<file path="config.mk">
export PLATFORM = sky130hd
export DESIGN_NAME = conv_ctrl
export DESIGN_NICKNAME = d
export VERILOG_FILES = /design/src/hw/conv_pkg.sv /design/src/hw/conv_ctrl.sv
export SDC_FILE = /design/constraint.sdc
export NUM_CORES = 1
export LEC_CHECK = 0
export BUFFER_PORTS_ARGS = -buffer_cell sky130_fd_sc_hd__clkbuf_2
export CAP_MARGIN = 10
export CORE_ASPECT_RATIO = 0.6
export CORE_UTILIZATION = 25
export CTS_BUF_LIST = sky130_fd_sc_hd__clkbuf_16
export DETAILED_ROUTE_END_ITERATION = 10
export PLACE_DENSITY = 0.47
export REMOVE_ABC_BUFFERS = 1
export SETUP_SLACK_MARGIN = 0.05
export SYNTH_ARGS = -nofsm -noshare
export SYNTH_HDL_FRONTEND = slang
export SYNTH_SLANG_ARGS = --single-unit
</file>
<file path="constraint.sdc">
create_clock -name clk -period 3.45 [get_ports clk]
set_input_delay 0.69 -clock clk [delete_from_list [all_inputs] [get_ports clk]]
set_output_delay 0.69 -clock clk [all_outputs]
set_load 0.01 [all_outputs]
</file>
<file path="src/hw/conv_pkg.sv">
package conv_pkg;

    //////////////////////////////////////////////////
    // Datapath widths
    localparam int CHAN_W      = 8;
    localparam int NUM_CHANNEL = 3;
    localparam int NUM_KERNEL  = 4;
    localparam int PSUM_W      = 20;
    localparam int PIXEL_W     = CHAN_W * NUM_CHANNEL;
    localparam int WEIGHT_W    = PIXEL_W * NUM_KERNEL;
    localparam int LINE_LEN_W  = 16;
    localparam int APB_ADDR_W  = 4;
    localparam int APB_DATA_W  = 32;

    typedef logic [CHAN_W-1:0]     chan_t;
    // Channel c sits at byte c
    typedef logic [PIXEL_W-1:0]    pixel_t;
    // Kernel k, channel c sits at byte k*3+c
    typedef logic [WEIGHT_W-1:0]   weight_beat_t;
    typedef logic [PSUM_W-1:0]     psum_t;
    typedef logic [LINE_LEN_W-1:0] line_len_t;
    typedef logic [APB_ADDR_W-1:0] apb_addr_t;

    //////////////////////////////////////////////////
    // Register map
    localparam apb_addr_t REG_CTRL       = 4'h0;
    localparam apb_addr_t REG_LINE_LEN   = 4'h4;
    localparam apb_addr_t REG_LINE_COUNT = 4'h8;
    localparam apb_addr_t REG_STATUS     = 4'hC;

    typedef enum logic [1:0] {IDLE, LOAD_W, RUN, DONE} conv_state_e;

endpackage

</file>
<file path="src/hw/conv_ctrl.sv">
module conv_ctrl #(
    parameter int KERNEL_TAPS = 3
) (
    input  logic                clk,
    input  logic                rst,
    input  logic                i_start,
    input  conv_pkg::line_len_t i_line_len,
    input  conv_pkg::line_len_t i_line_count,
    input  logic                i_weight_val,
    input  logic                i_data_val,
    output logic                o_weight_req,
    output logic                o_weight_load,
    output logic                o_data_req,
    output logic                o_shift,
    output logic                o_emit,
    output logic                o_last,
    output logic                o_busy,
    output logic                o_done
);
    import conv_pkg::*;

    localparam int TAP_CNT_W = (KERNEL_TAPS > 1) ? $clog2(KERNEL_TAPS) : 1;

    conv_state_e          state;
    conv_state_e          state_nxt;
    logic [TAP_CNT_W-1:0] tap_cnt;
    line_len_t            col_cnt;
    line_len_t            line_cnt;
    logic                 beat_xfer;
    logic                 pix_xfer;
    logic                 last_beat;
    logic                 last_col;
    logic                 last_line;

    //////////////////////////////////////////////////
    // Handshakes
    assign o_weight_req = (state == LOAD_W);
    assign o_data_req   = (state == RUN);
    assign beat_xfer    = o_weight_req & i_weight_val;
    assign pix_xfer     = o_data_req & i_data_val;

    assign last_beat = (tap_cnt == TAP_CNT_W'(KERNEL_TAPS - 1));
    assign last_col  = (col_cnt == i_line_len - 1'b1);
    assign last_line = (line_cnt == i_line_count - 1'b1);

    // Flags travel with the accepted pixel
    assign o_weight_load = beat_xfer;
    assign o_shift       = pix_xfer;
    // Window is full once KERNEL_TAPS pixels of this line are in
    assign o_emit        = (col_cnt >= line_len_t'(KERNEL_TAPS - 1));
    assign o_last        = last_col;

    assign o_busy = (state == LOAD_W) || (state == RUN);
    assign o_done = (state == DONE);

    //////////////////////////////////////////////////
    // State machine
    always_comb begin
        state_nxt = state;
        case (state)
            IDLE, DONE: begin
                if (i_start) begin
                    state_nxt = LOAD_W;
                end
            end
            LOAD_W: begin
                if (beat_xfer && last_beat) begin
                    state_nxt = RUN;
                end
            end
            RUN: begin
                if (pix_xfer && last_col && last_line) begin
                    state_nxt = DONE;
                end
            end
            default: state_nxt = IDLE;
        endcase
    end

    always_ff @(posedge clk) begin
        if (rst) begin
            state <= IDLE;
        end else begin
            state <= state_nxt;
        end
    end

    // Weight beat count
    always_ff @(posedge clk) begin
        if (rst) begin
            tap_cnt <= '0;
        end else if (i_start) begin
            tap_cnt <= '0;
        end else if (beat_xfer) begin
            tap_cnt <= last_beat ? '0 : tap_cnt + 1'b1;
        end
    end

    // Column and line position, cleared while weights load
    always_ff @(posedge clk) begin
        if (rst) begin
            col_cnt  <= '0;
            line_cnt <= '0;
        end else if (state == LOAD_W) begin
            col_cnt  <= '0;
            line_cnt <= '0;
        end else if (pix_xfer) begin
            if (last_col) begin
                col_cnt  <= '0;
                line_cnt <= last_line ? '0 : line_cnt + 1'b1;
            end else begin
                col_cnt <= col_cnt + 1'b1;
            end
        end
    end

endmodule

</file>
==> After elaboration in Yosys (flattened, before gate mapping) <==
Cells that the tools add are included.
{ "word_totals": {"register_bits": 36, "out_inout_bits": 8} }
{ "op_classes": {"add_sub_neg": 5, "n_lt_le_gt_ge": 1, "n_eq_ne": 9, "mux": 7, "n_bitwise": 2, "reduce_logical": 10} }
{ "op_table": {"columns": ["op", "n"], "rows": [
  ["adder 16 x 1 -> 16 bit, second input constant", 2],
  ["== test 16 bit", 2],
  ["two-way mux 16 bit", 2],
  ["subtractor 16 x 1 -> 16 bit, second input constant", 2],
  ["greater-or-equal comparator 16 x 2 -> 1 bit, second input constant", 1],
  ["two-way mux 2 bit", 4],
  ["== test 2 bit, second input constant", 3],
  ["case mux 2 bit (3 select lines)", 1],
  ["OR reduction 2 bit", 3],
  ["inequality test 2 x 1 -> 1 bit, second input constant", 2],
  ["logical AND 1 bit", 3],
  ["AND reduction 3 bit", 1],
  ["adder 2 x 1 -> 2 bit, second input constant", 1],
  ["AND 1 bit", 2],
  ["== test 2 x 1 -> 1 bit, second input constant", 1],
  ["zero test 2 bit", 1],
  ["inequality test 2 bit, second input constant", 1],
  ["AND reduction 2 bit", 1],
  ["logical OR 1 bit", 1]
]} }

==> Logic depth before layout (Yosys ltp) <==
Gate-level depths: netlist of the first run.
{ "logic_depth": {"word_depth": 6, "ltp_mapped": 12} }

==> Worst setup path before layout of the first run <==
No wires, ideal clock.
{ "synth_timing": {"path_kind": "input port to output port", "from": "in i_line_len[0]", "to": "out o_last", "arrival_ps": 3144, "slack_ps": -384, "path_stages": 8, "path_cell_list": "or4_1 clkbuf_1 nor4_2 mux2i_1 a211oi_1 or4_1 clkbuf_1 a211oi_1"} }
{ "synth_via": {"elab_chain_cells": 2} }
{ "synth_lines": {"columns": ["item", "line_no", "text"], "rows": [
  ["start: declaration", "conv_ctrl.sv:7", "input conv_pkg::line_len_t i_line_len,"],
  ["subtractor 16 x 1 -> 16 bit", "conv_ctrl.sv:43", "assign last_col = (col_cnt == i_line_len - 1'b1);"],
  ["== test 16 bit", "conv_ctrl.sv:43", null],
  ["end: declaration", "conv_ctrl.sv:16", "output logic o_last,"]
]} }
No other way between the ends.

==> Worst setup path in the final report of the first run <==
{ "layout_timing": {"from": "in i_line_len[1]", "to": "out o_last"} }
The elaborated chain is that of the path after synthesis.

==> impl_metrics.csv, run 1 <==
group,metric,value,unit
yosys,ys_top_cells_by_area,"dfxtp_1 (24%), xnor2_1 (9.9%), xor2_1 (7.6%)",
finish,n_fill_cell,1231,
critical_path,setup.worst_path.end,"o_last",
detailed_routing,met2_length,3180,um
floorplan,initial_core_util,26.2,%
yosys,synth_top_area_cell,"dfxtp_1",
yosys,ys.warnings.count,0,
placed_design,gp_congestion,0.860,
critical_path,cp.depth,11,
floorplan,die_area,0.0125,mm2
placed_design,io_buffers,44,
detailed_routing,drc,0,
floorplan,fp.dieH,87.1,um
placed_design,dp.final_hpwl,7100,um
finish,antenna_cells,0,
detailed_routing,viasPerCell,4.80,
global_route,grt_pass1_vias,2847,
sta,worst_pin_slew,0.594,ns
critical_path,worstSetupEndpointType,"output port",
global_route,grt_max_degree,16,
sta,post-route-period-util,108,%
yosys,yosysSeqAreaShare,23.9,%
detailed_routing,drt_iter0_drc,191,
detailed_routing,first_pass_iters,5,
sta,finalHoldViolCount,0,
yosys,yosys.cell_types.count,59,
yosys,synth_top_area_share,23.9,%
critical_path,worstPathRequired,2.76,ns
global_route,overflow,0,
detailed_routing,antenna_left,0,
sta,slew_viol_final,0,
floorplan,num_rows,30,
finish,final_area,0.00403,mm2
pwr,irDropWorstVdd,216,uV
yosys,syn_area_per_cell,7.75,um2
sta,rsz0062_at_grt,"true",
critical_path,critPathArrivalTime,3.05,ns
status,status,"finished, violations left",
critical_path,worstRegToRegCells,10,
yosys,synthesis.area,0.00301,mm2
clock_tree,clk_pin_slew_worst_paths,0.06,ns
yosys,synth_commonest_cells,"nor2_1 (49), dfxtp_1 (36), xnor2_1 (34), xor2_1 (26), nand2_1 (24)",
critical_path,path_cells,"buf_8 -> inv_4 -> ha_4 -> or4b_4 -> nor3_4 -> xnor2_2 -> nand4_1 -> or4_4 -> a211oi_2 -> buf_4 -> buf_6",
critical_path,crit_fanout,4,
finish,final_nets,517,
critical_path,cpMaxStageDelayCell,"or4_4",
clock_tree,clock_path_buffers,2,
pwr,p_leak,1.58,nW
yosys,postSynthCellCount,389,
critical_path,critPathKind,"input port to output port",
detailed_routing,post_drt_wl_per_cell,14.0,um
critical_path,critical-path-top-delay-family,"simple AND/OR/NAND/NOR gates",
status,violations,"negative setup slack",
clock_tree,numCtsBuffers,5,
detailed_routing,wl_met3,570,um
clock_tree,htreeDepth,2,
critical_path,r2r_start,"col_cnt[13]$_SDFFE_PP0P_",
finish,area_delta_synth_final,33.8,%
detailed_routing,wl_met1,5070,um
sta,period_minus_slack,3.74,ns
yosys,yosysMostFrequentCell,"nor2_1",
sta,layout_setup_ws,-0.286,ns
critical_path,max_stage_delay,0.57,ns
critical_path,critical_path.startpoint,"i_line_len[1]",
pwr,power_density,323,mW/mm2
clock_tree,clock-sinks,36,
detailed_routing,routed-via-count,3031,
floorplan,io_pins,45,
finish,drive_gt1_share,28.8,%
critical_path,r2r_slack,0.58,ns
yosys,yosys_most_used_dff,"dfxtp_1",
critical_path,worstReg2RegEnd,"state[0]$_SDFFE_PP0P_",
finish,fin_util,35.0,%
floorplan,core,0.0115,mm2
sta,clock_skew,0.00405,ns
floorplan,die-width,144,um
placed_design,place_ws,-0.540,ns
global_route,grt_pass1_wl,14600,um
yosys,synth-edff-count,0,
critical_path,path_buf_inv,4,
sta,slew_headroom,60.0,%
sta,setup_viol,1,
global_route,antenna_found_initial,0,
pwr,power,1.30,mW
critical_path,start_kind,"input port",
sta,clock.fmax,0.268,GHz
detailed_routing,totalWireLength,8850,um
yosys,async_flop_share,0,%
hold_path,hold_class,"flop to flop",
clock_tree,cts_tree,"yes",
yosys,ys_ff_latch,36,
run,cap_violations,0,
global_route,groute.usage.overall,15.0,%
detailed_routing,top_layer,"met4",
clock_tree,clk_latency,0.28,ns
clock_tree,root_buffer,"clkbuf_16",
sta,finalSetupTns,-0.286,ns
placed_design,placed_area,0.00369,mm2
## worst reg2reg max path: stages, from the launching register on
cell and delay [ns]:
dfxtp_1 0.45, xnor2_1 0.12, or4b_2 0.61, nand2_1 0.11
a211oi_1 0.10, buf_4 0.17, nor4_2 0.28, buf_4 0.16
nand4_1 0.23, a21boi_2 0.20, mux2_2 0.34
## how the worst min path moves through the flow
stage	from	end	slack [ns]	depth (start not counted)
after global placement	tap_cnt[0]$_SDFFE_PP0P_	tap_cnt[0]$_SDFFE_PP0P_	0.52	2
after global routing	tap_cnt[0]$_SDFFE_PP0P_	tap_cnt[0]$_SDFFE_PP0P_	0.56	2
after floorplan	state[1]$_SDFFE_PP0P_	state[1]$_SDFFE_PP0P_	0.49	2
after CTS	tap_cnt[0]$_SDFFE_PP0P_	tap_cnt[0]$_SDFFE_PP0P_	0.53	2
final	tap_cnt[0]$_SDFFE_PP0P_	tap_cnt[0]$_SDFFE_PP0P_	0.54	2
after detailed placement	tap_cnt[0]$_SDFFE_PP0P_	tap_cnt[0]$_SDFFE_PP0P_	0.53	2
## cell usage in the layout (no fill, tap or decap), drive strengths merged, types with 5 or more instances in the layout
| cell | Yosys | final |
|---|---|---|
| nor2 | 49 | 49 |
| buf | 5 | 49 |
| clkbuf | 10 | 46 |
| dfxtp | 36 | 36 |
| xnor2 | 34 | 34 |
| xor2 | 26 | 26 |
| nand2 | 24 | 24 |
| nor3 | 23 | 23 |
| nor4 | 21 | 21 |
| inv | 19 | 20 |
| nand3 | 15 | 15 |
| a21oi | 11 | 11 |
| nand4 | 9 | 9 |
| and3 | 9 | 9 |
| ha | 9 | 9 |
| o21ai | 7 | 7 |
| nor2b | 6 | 6 |
| and2 | 6 | 6 |
| nand3b | 5 | 5 |
## per-layer routing
metal / vias up / GRT usage, %
li1: 1563 / -
met1: 1395 / 24.6
met2: 71 / 19.3
met3: 2 / 2.58
met4: 0 / 2.90
met5: - / 0
## layout make-up
class / count / area, um2 / share of cell area, %
inverters: 19 / 76.3 / 1.89
multi-input cells: 319 / 2260 / 56.1
well taps: 160 / 200 / 4.96
flip-flops and latches: 36 / 721 / 17.9
clock buffers: 5 / 125 / 3.10
repair buffers: 90 / 608 / 15.1
clock inverters: 3 / 38.8 / 0.962
## cell families (layout without fill, tap and decap cells)
kind of cell,count (synthesis),count (layout),share of synthesized area (%)
muxes,4,4,1.37
and+or+nand+nor,196,196,36.5
DFF,36,36,23.9
buffers and inverters,34,117,4.61
adders and majority gates,9,9,3.74
xor gates and xnor gates,61,61,18.2
AOI/OAI and AO/OA,49,49,11.7
## metrics by stage
step	hold WS, ns	std cells
after detailed placement	0.525	619
after global routing	0.562	632
after global placement	0.519	619
final	0.536	632
after floorplan	0.491	374
after CTS	0.531	630
## flip-flops by register name (all words and copies together), names as in the netlist
name      count
line_cnt     16
tap_cnt       2
state         2
col_cnt      16
## power by group
group          leakage (nW)  internal (mW)  switching (mW)
sequential            0.290          0.428          0.0152
clock                0.0850          0.337           0.171
combinational          1.21          0.155           0.195
## repair_timing
action,4_1_cts,5_1_grt
resized for setup,7,32
endpoints found under the setup margin,3,19
hold buffers,0,0
setup buffers,3,2
gates cloned,0,0
pin swaps,7,13
(Power assumes the default switching activity.)
==> inputs of run 2 (changes only) <==
--- a/config.mk
+++ b/config.mk
@@ -8,10 +8,10 @@
 export BUFFER_PORTS_ARGS = -buffer_cell sky130_fd_sc_hd__clkbuf_2
 export CAP_MARGIN = 10
 export CORE_ASPECT_RATIO = 0.6
+export CORE_MARGIN = 2
 export CORE_UTILIZATION = 25
 export CTS_BUF_LIST = sky130_fd_sc_hd__clkbuf_16
 export DETAILED_ROUTE_END_ITERATION = 10
-export PLACE_DENSITY = 0.47
 export REMOVE_ABC_BUFFERS = 1
 export SETUP_SLACK_MARGIN = 0.05
 export SYNTH_ARGS = -nofsm -noshare
==> impl_metrics.csv, run 2 (synthesis gave the netlist of run 1 again) <==
group,metric,value,unit
status,status,"finished, violations left",
status,violations,"negative setup slack",
critical_path,path_cells,"buf_8 -> inv_4 -> ha_4 -> or4b_4 -> buf_6 -> nor4_4 -> mux2i_1 -> or3b_4 -> a211oi_2 -> buf_4 -> buf_8",
sta,layout_setup_ws,-0.242,ns
global_route,grt_pass1_vias,2794,
placed_design,dp.final_hpwl,6620,um
pwr,p_leak,1.58,nW
critical_path,critPathKind,"input port to output port",
finish,most-common-layout-cells,"nor2_1 (49), clkbuf_2 (41), buf_4 (40), dfxtp_1 (36), xnor2_1 (33)",
critical_path,path_common_cell,"buf_8",
detailed_routing,totalWireLength,8600,um
pwr,irDropWorstVdd,219,uV
detailed_routing,post_drt_wl_per_cell,13.5,um
sta,clock.fmax,0.271,GHz
sta,rsz0062_at_grt,"true",
finish,drive_gt1_share,29.0,%
clock_tree,clock_path_buffers,2,
global_route,groute.usage.overall,12.9,%
finish,fin_util,34.5,%
sta,worst_pin_slew,0.640,ns
critical_path,max_stage_delay,0.51,ns
finish,antenna_cells,0,
finish,final_cells,638,
clock_tree,root_buffer,"clkbuf_16",
placed_design,place_ws,-0.458,ns
detailed_routing,routed-via-count,3021,
clock_tree,clk_pin_slew_worst_paths,0.05,ns
sta,slew_headroom,57.0,%
clock_tree,numCtsBuffers,5,
placed_design,io_buffers,44,
global_route,antenna_found_initial,0,
hold_path,worstHoldStart,"state[1]$_SDFFE_PP0P_",
clock_tree,clock-sinks,36,
critical_path,path_buf_inv,5,
hold_path,whs_endpoint,"state[1]$_SDFFE_PP0P_",
global_route,overflow,0,
critical_path,cpMaxStageDelayCell,"or4b_4",
finish,top_regs,"col_cnt (16), line_cnt (16)",
sta,whs,0.548,ns
critical_path,r2r_start,"col_cnt[13]$_SDFFE_PP0P_",
floorplan,die-width,146,um
finish,final_nets,518,
floorplan,num_rows,31,
clock_tree,postCtsHoldBufs,0,
finish,area_delta_synth_final,36.1,%
sta,finalHoldViolCount,0,
global_route,grt_max_degree,16,
sta,post-route-period-util,107,%
clock_tree,cts_tree,"yes",
sta,clock_skew,0.00740,ns
clock_tree,htreeDepth,2,
floorplan,die_area,0.0130,mm2
floorplan,core,0.0119,mm2
critical_path,worstReg2RegEnd,"state[1]$_SDFFE_PP0P_",
sta,period_minus_slack,3.69,ns
detailed_routing,drt_iter0_drc,149,
run,cap_violations,0,
pwr,power_density,317,mW/mm2
placed_design,dp.cells,624,
critical_path,cp.depth,11,
finish,layout_commonest_cell,"nor2_1",
detailed_routing,antenna_left,0,
critical_path,critical-path-top-delay-family,"simple AND/OR/NAND/NOR gates",
sta,slew_viol_final,0,
critical_path,start_kind,"input port",
critical_path,r2r_slack,0.51,ns
placed_design,gp_congestion,0.854,
critical_path,crit_fanout,4,
global_route,grt_pass1_wl,13600,um
critical_path,critPathArrivalTime,3.00,ns
hold_path,hold_path_depth,2,
floorplan,io_pins,45,
sta,setup_viol,3,
detailed_routing,first_pass_iters,4,
clock_tree,clk_latency,0.28,ns
detailed_routing,viasPerCell,4.74,
critical_path,worstSetupEndpointType,"output port",
hold_path,hold_class,"flop to flop",
critical_path,worstPathRequired,2.76,ns
floorplan,fp.dieH,89.1,um
critical_path,worstRegToRegCells,11,
floorplan,initial_core_util,25.3,%
detailed_routing,drc,0,
==> run 2: changes by cell type in the layout (fill, tap and decap cells not counted), sizes merged <==
cell	previous run	this run
clkbuf	46	47
==> run 2: how the worst max path moves through the flow <==
stage | startpoint | to | slack [ns]
after floorplan | i_line_len[0] | o_last | -0.33
after global placement | i_line_len[0] | o_last | -0.48
after detailed placement | i_line_len[0] | o_last | -0.46
after CTS | i_line_len[1] | o_last | -0.22
after global routing | i_line_len[3] | o_last | -0.33
final | i_line_len[1] | o_last | -0.24
==> run 2: area by class of cell <==
cell class	instances	area (um2)
clock inverters	3	38.8
flip-flops and latches	36	721
well taps	165	206
fillers	1240	7800
inverters	19	76.3
multi-input cells	319	2290
repair buffers	91	648
clock buffers	5	125
==> run 2: metal layers <==
metal	track usage, %	share of wire, %	up-vias
met5	0	0	-
met4	2.94	0.71	0
met3	2.45	5.3	8
met2	19.9	42	64
met1	18.7	52	1395
li1	-	-	1554
==> run 2: through the flow <==
stage               TNS (ns)  power [mW]  area [um2]
floorplan             -0.837       0.621        2950
global placement       -1.80       0.755        3690
detailed placement     -2.63       0.765        3690
CTS                   -0.219        1.29        3930
global route          -0.859        1.36        4100
finish                -0.355        1.30        4100
==> run 2: worst min-delay path, delay by kind of cell (launching register included) <==
family / cells / cell delay [ns]
compound gates: 1 / 0.07
flops: 1 / 0.34
simple gates: 1 / 0.09
==> run 2: where the power goes <==
part	switching (mW)	total [mW]	internal, mW
clock	0.175	0.512	0.337
combinational	0.196	0.346	0.150
sequential	0.0143	0.442	0.428
total	0.386	1.30	0.915
==> run 2: timing repair <==
| action | CTS | global route |
|---|---|---|
| cloned | 0 | 1 |
| buffers inserted | 1 | 4 |
| resized for setup | 17 | 27 |
| endpoints found under the setup margin | 3 | 7 |
| pin swaps | 8 | 16 |
==> inputs of run 3 (changes only) <==
--- a/config.mk
+++ b/config.mk
@@ -14,6 +14,7 @@
 export DETAILED_ROUTE_END_ITERATION = 10
 export REMOVE_ABC_BUFFERS = 1
 export SETUP_SLACK_MARGIN = 0.05
+export SKIP_CTS_REPAIR_TIMING = 1
 export SYNTH_ARGS = -nofsm -noshare
 export SYNTH_HDL_FRONTEND = slang
 export SYNTH_SLANG_ARGS = --single-unit
==> constraint.sdc (replaced) <==
create_clock -name clk -period 3.45 [get_ports clk]
set_input_delay 0 -clock clk [delete_from_list [all_inputs] [get_ports clk]]
set_output_delay 0 -clock clk [all_outputs]
set_load 0.01 [all_outputs]
==> impl_metrics.csv, run 3 (synthesis gave the netlist of run 1 again) <==
group,metric,value,unit
hold_path,hold_class,"input port to flop",
critical_path,critPathArrivalTime,3.14,ns
sta,finalHoldViolCount,0,
placed_design,place_ws,0.260,ns
clock_tree,clock_path_buffers,2,
finish,antenna_cells,0,
floorplan,die-width,146,um
sta,clock_skew,0.00382,ns
pwr,p_leak,1.31,nW
floorplan,initial_core_util,25.3,%
pwr,power,1.15,mW
finish,final_nets,473,
pwr,irDropWorstVdd,175,uV
critical_path,worstPathRequired,3.45,ns
clock_tree,clk_latency,0.28,ns
detailed_routing,routed-via-count,2916,
critical_path,worstSetupEndpointType,"output port",
global_route,antenna_found_initial,0,
sta,period_minus_slack,3.14,ns
floorplan,die_area,0.0130,mm2
sta,slew_viol_final,0,
critical_path,crit_fanout,6,
detailed_routing,drc,0,
sta,finalSetupTns,0,ns
global_route,grt_pass1_vias,2734,
sta,slew_headroom,58.5,%
sta,rsz0062_at_grt,"false",
placed_design,io_buffers,44,
detailed_routing,totalWireLength,8000,um
placed_design,gp_congestion,0.906,
placed_design,dp.final_hpwl,6540,um
clock_tree,clock-sinks,36,
sta,setup_viol,0,
detailed_routing,antenna_left,0,
floorplan,io_pins,45,
finish,fin_util,29.6,%
pwr,power_density,326,mW/mm2
finish,most-common-layout-cells,"nor2_1 (49), clkbuf_2 (44), dfxtp_1 (36), xnor2_1 (34), xor2_1 (26)",
global_route,groute.usage.overall,12.5,%
floorplan,fp.dieH,89.1,um
critical_path,start_kind,"flop",
detailed_routing,viasPerCell,4.92,
critical_path,critPathKind,"flop to output port",
clock_tree,htreeDepth,2,
finish,area_delta_synth_final,17.0,%
sta,clock.fmax,0.318,GHz
sta,post-route-period-util,91.1,%
finish,layout_commonest_cell,"nor2_1",
finish,top_regs,"col_cnt (16), line_cnt (16)",
floorplan,core,0.0119,mm2
clock_tree,root_buffer,"clkbuf_16",
finish,drive_gt1_share,16.1,%
detailed_routing,post_drt_wl_per_cell,13.5,um
floorplan,num_rows,31,
run,cap_violations,0,
detailed_routing,drt_iter0_drc,142,
clock_tree,numCtsBuffers,5,
status,status,"finished clean",
clock_tree,clk_pin_slew_worst_paths,0.05,ns
sta,worst_pin_slew,0.617,ns
global_route,overflow,0,
clock_tree,cts_tree,"yes",
detailed_routing,first_pass_iters,5,
global_route,grt_max_degree,16,
sta,layout_setup_ws,0.308,ns
global_route,grt_pass1_wl,13100,um
run 3: cell count changes in the layout (fill, tap and decap cells not counted), sizes merged:
cell         delta
buf            -48
bufinv          -1
clkbuf          +2
dlygate4sd3     +1
inv             +1
run 3: layer usage:
| layer | GRT usage, % | share of wire, % | up-vias |
|---|---|---|---|
| met5 | 0 | 0 | - |
| met4 | 3.30 | 0.82 | 0 |
| met3 | 2.81 | 6.6 | 8 |
| met2 | 18.9 | 41 | 90 |
| met1 | 17.9 | 52 | 1353 |
| li1 | - | - | 1465 |
run 3: final cells by class:
class | count | area (um2)
fillers | 1279 | 8380
well taps | 165 | 206
multi-input cells | 319 | 2150
repair buffers | 46 | 238
clock inverters | 3 | 11.3
clock buffers | 5 | 125
inverters | 19 | 71.3
flip-flops and latches | 36 | 721
run 3: per-stage QoR:
stage	instance area, um2	std cells	hold WS [ns]
floorplan	2950	374	0.0709
global placement	3380	584	0.207
detailed placement	3380	584	0.211
CTS	3520	592	-0.0861
global route	3530	593	0.0432
finish	3530	593	0.0321
run 3: worst max-delay path, stage by stage, from the launching register on:
cell and delay, ns:
dfxtp_1 0.46, xnor2_1 0.20, or4b_2 0.63, nand2_1 0.09, a211oi_1 0.12, or4_1 0.68
a211oi_1 0.46, clkbuf_2 0.23
run 3: where the power goes:
part	switching [mW]	total [mW]	internal [mW]
logic	0.171	0.281	0.110
clock network	0.166	0.426	0.260
registers	0.0146	0.442	0.428
run 3: final timing paths:
kind	start	depth (start not counted)	slack [ns]	endpoint
worst max-delay path	col_cnt[13]$_SDFFE_PP0P_	7	0.31	o_last
worst min-delay path	rst	2	0.03	tap_cnt[0]$_SDFFE_PP0P_
worst max register to register	col_cnt[13]$_SDFFE_PP0P_	8	0.47	line_cnt[13]$_SDFFE_PP0P_
worst min register to register	tap_cnt[0]$_SDFFE_PP0P_	2	0.54	tap_cnt[0]$_SDFFE_PP0P_
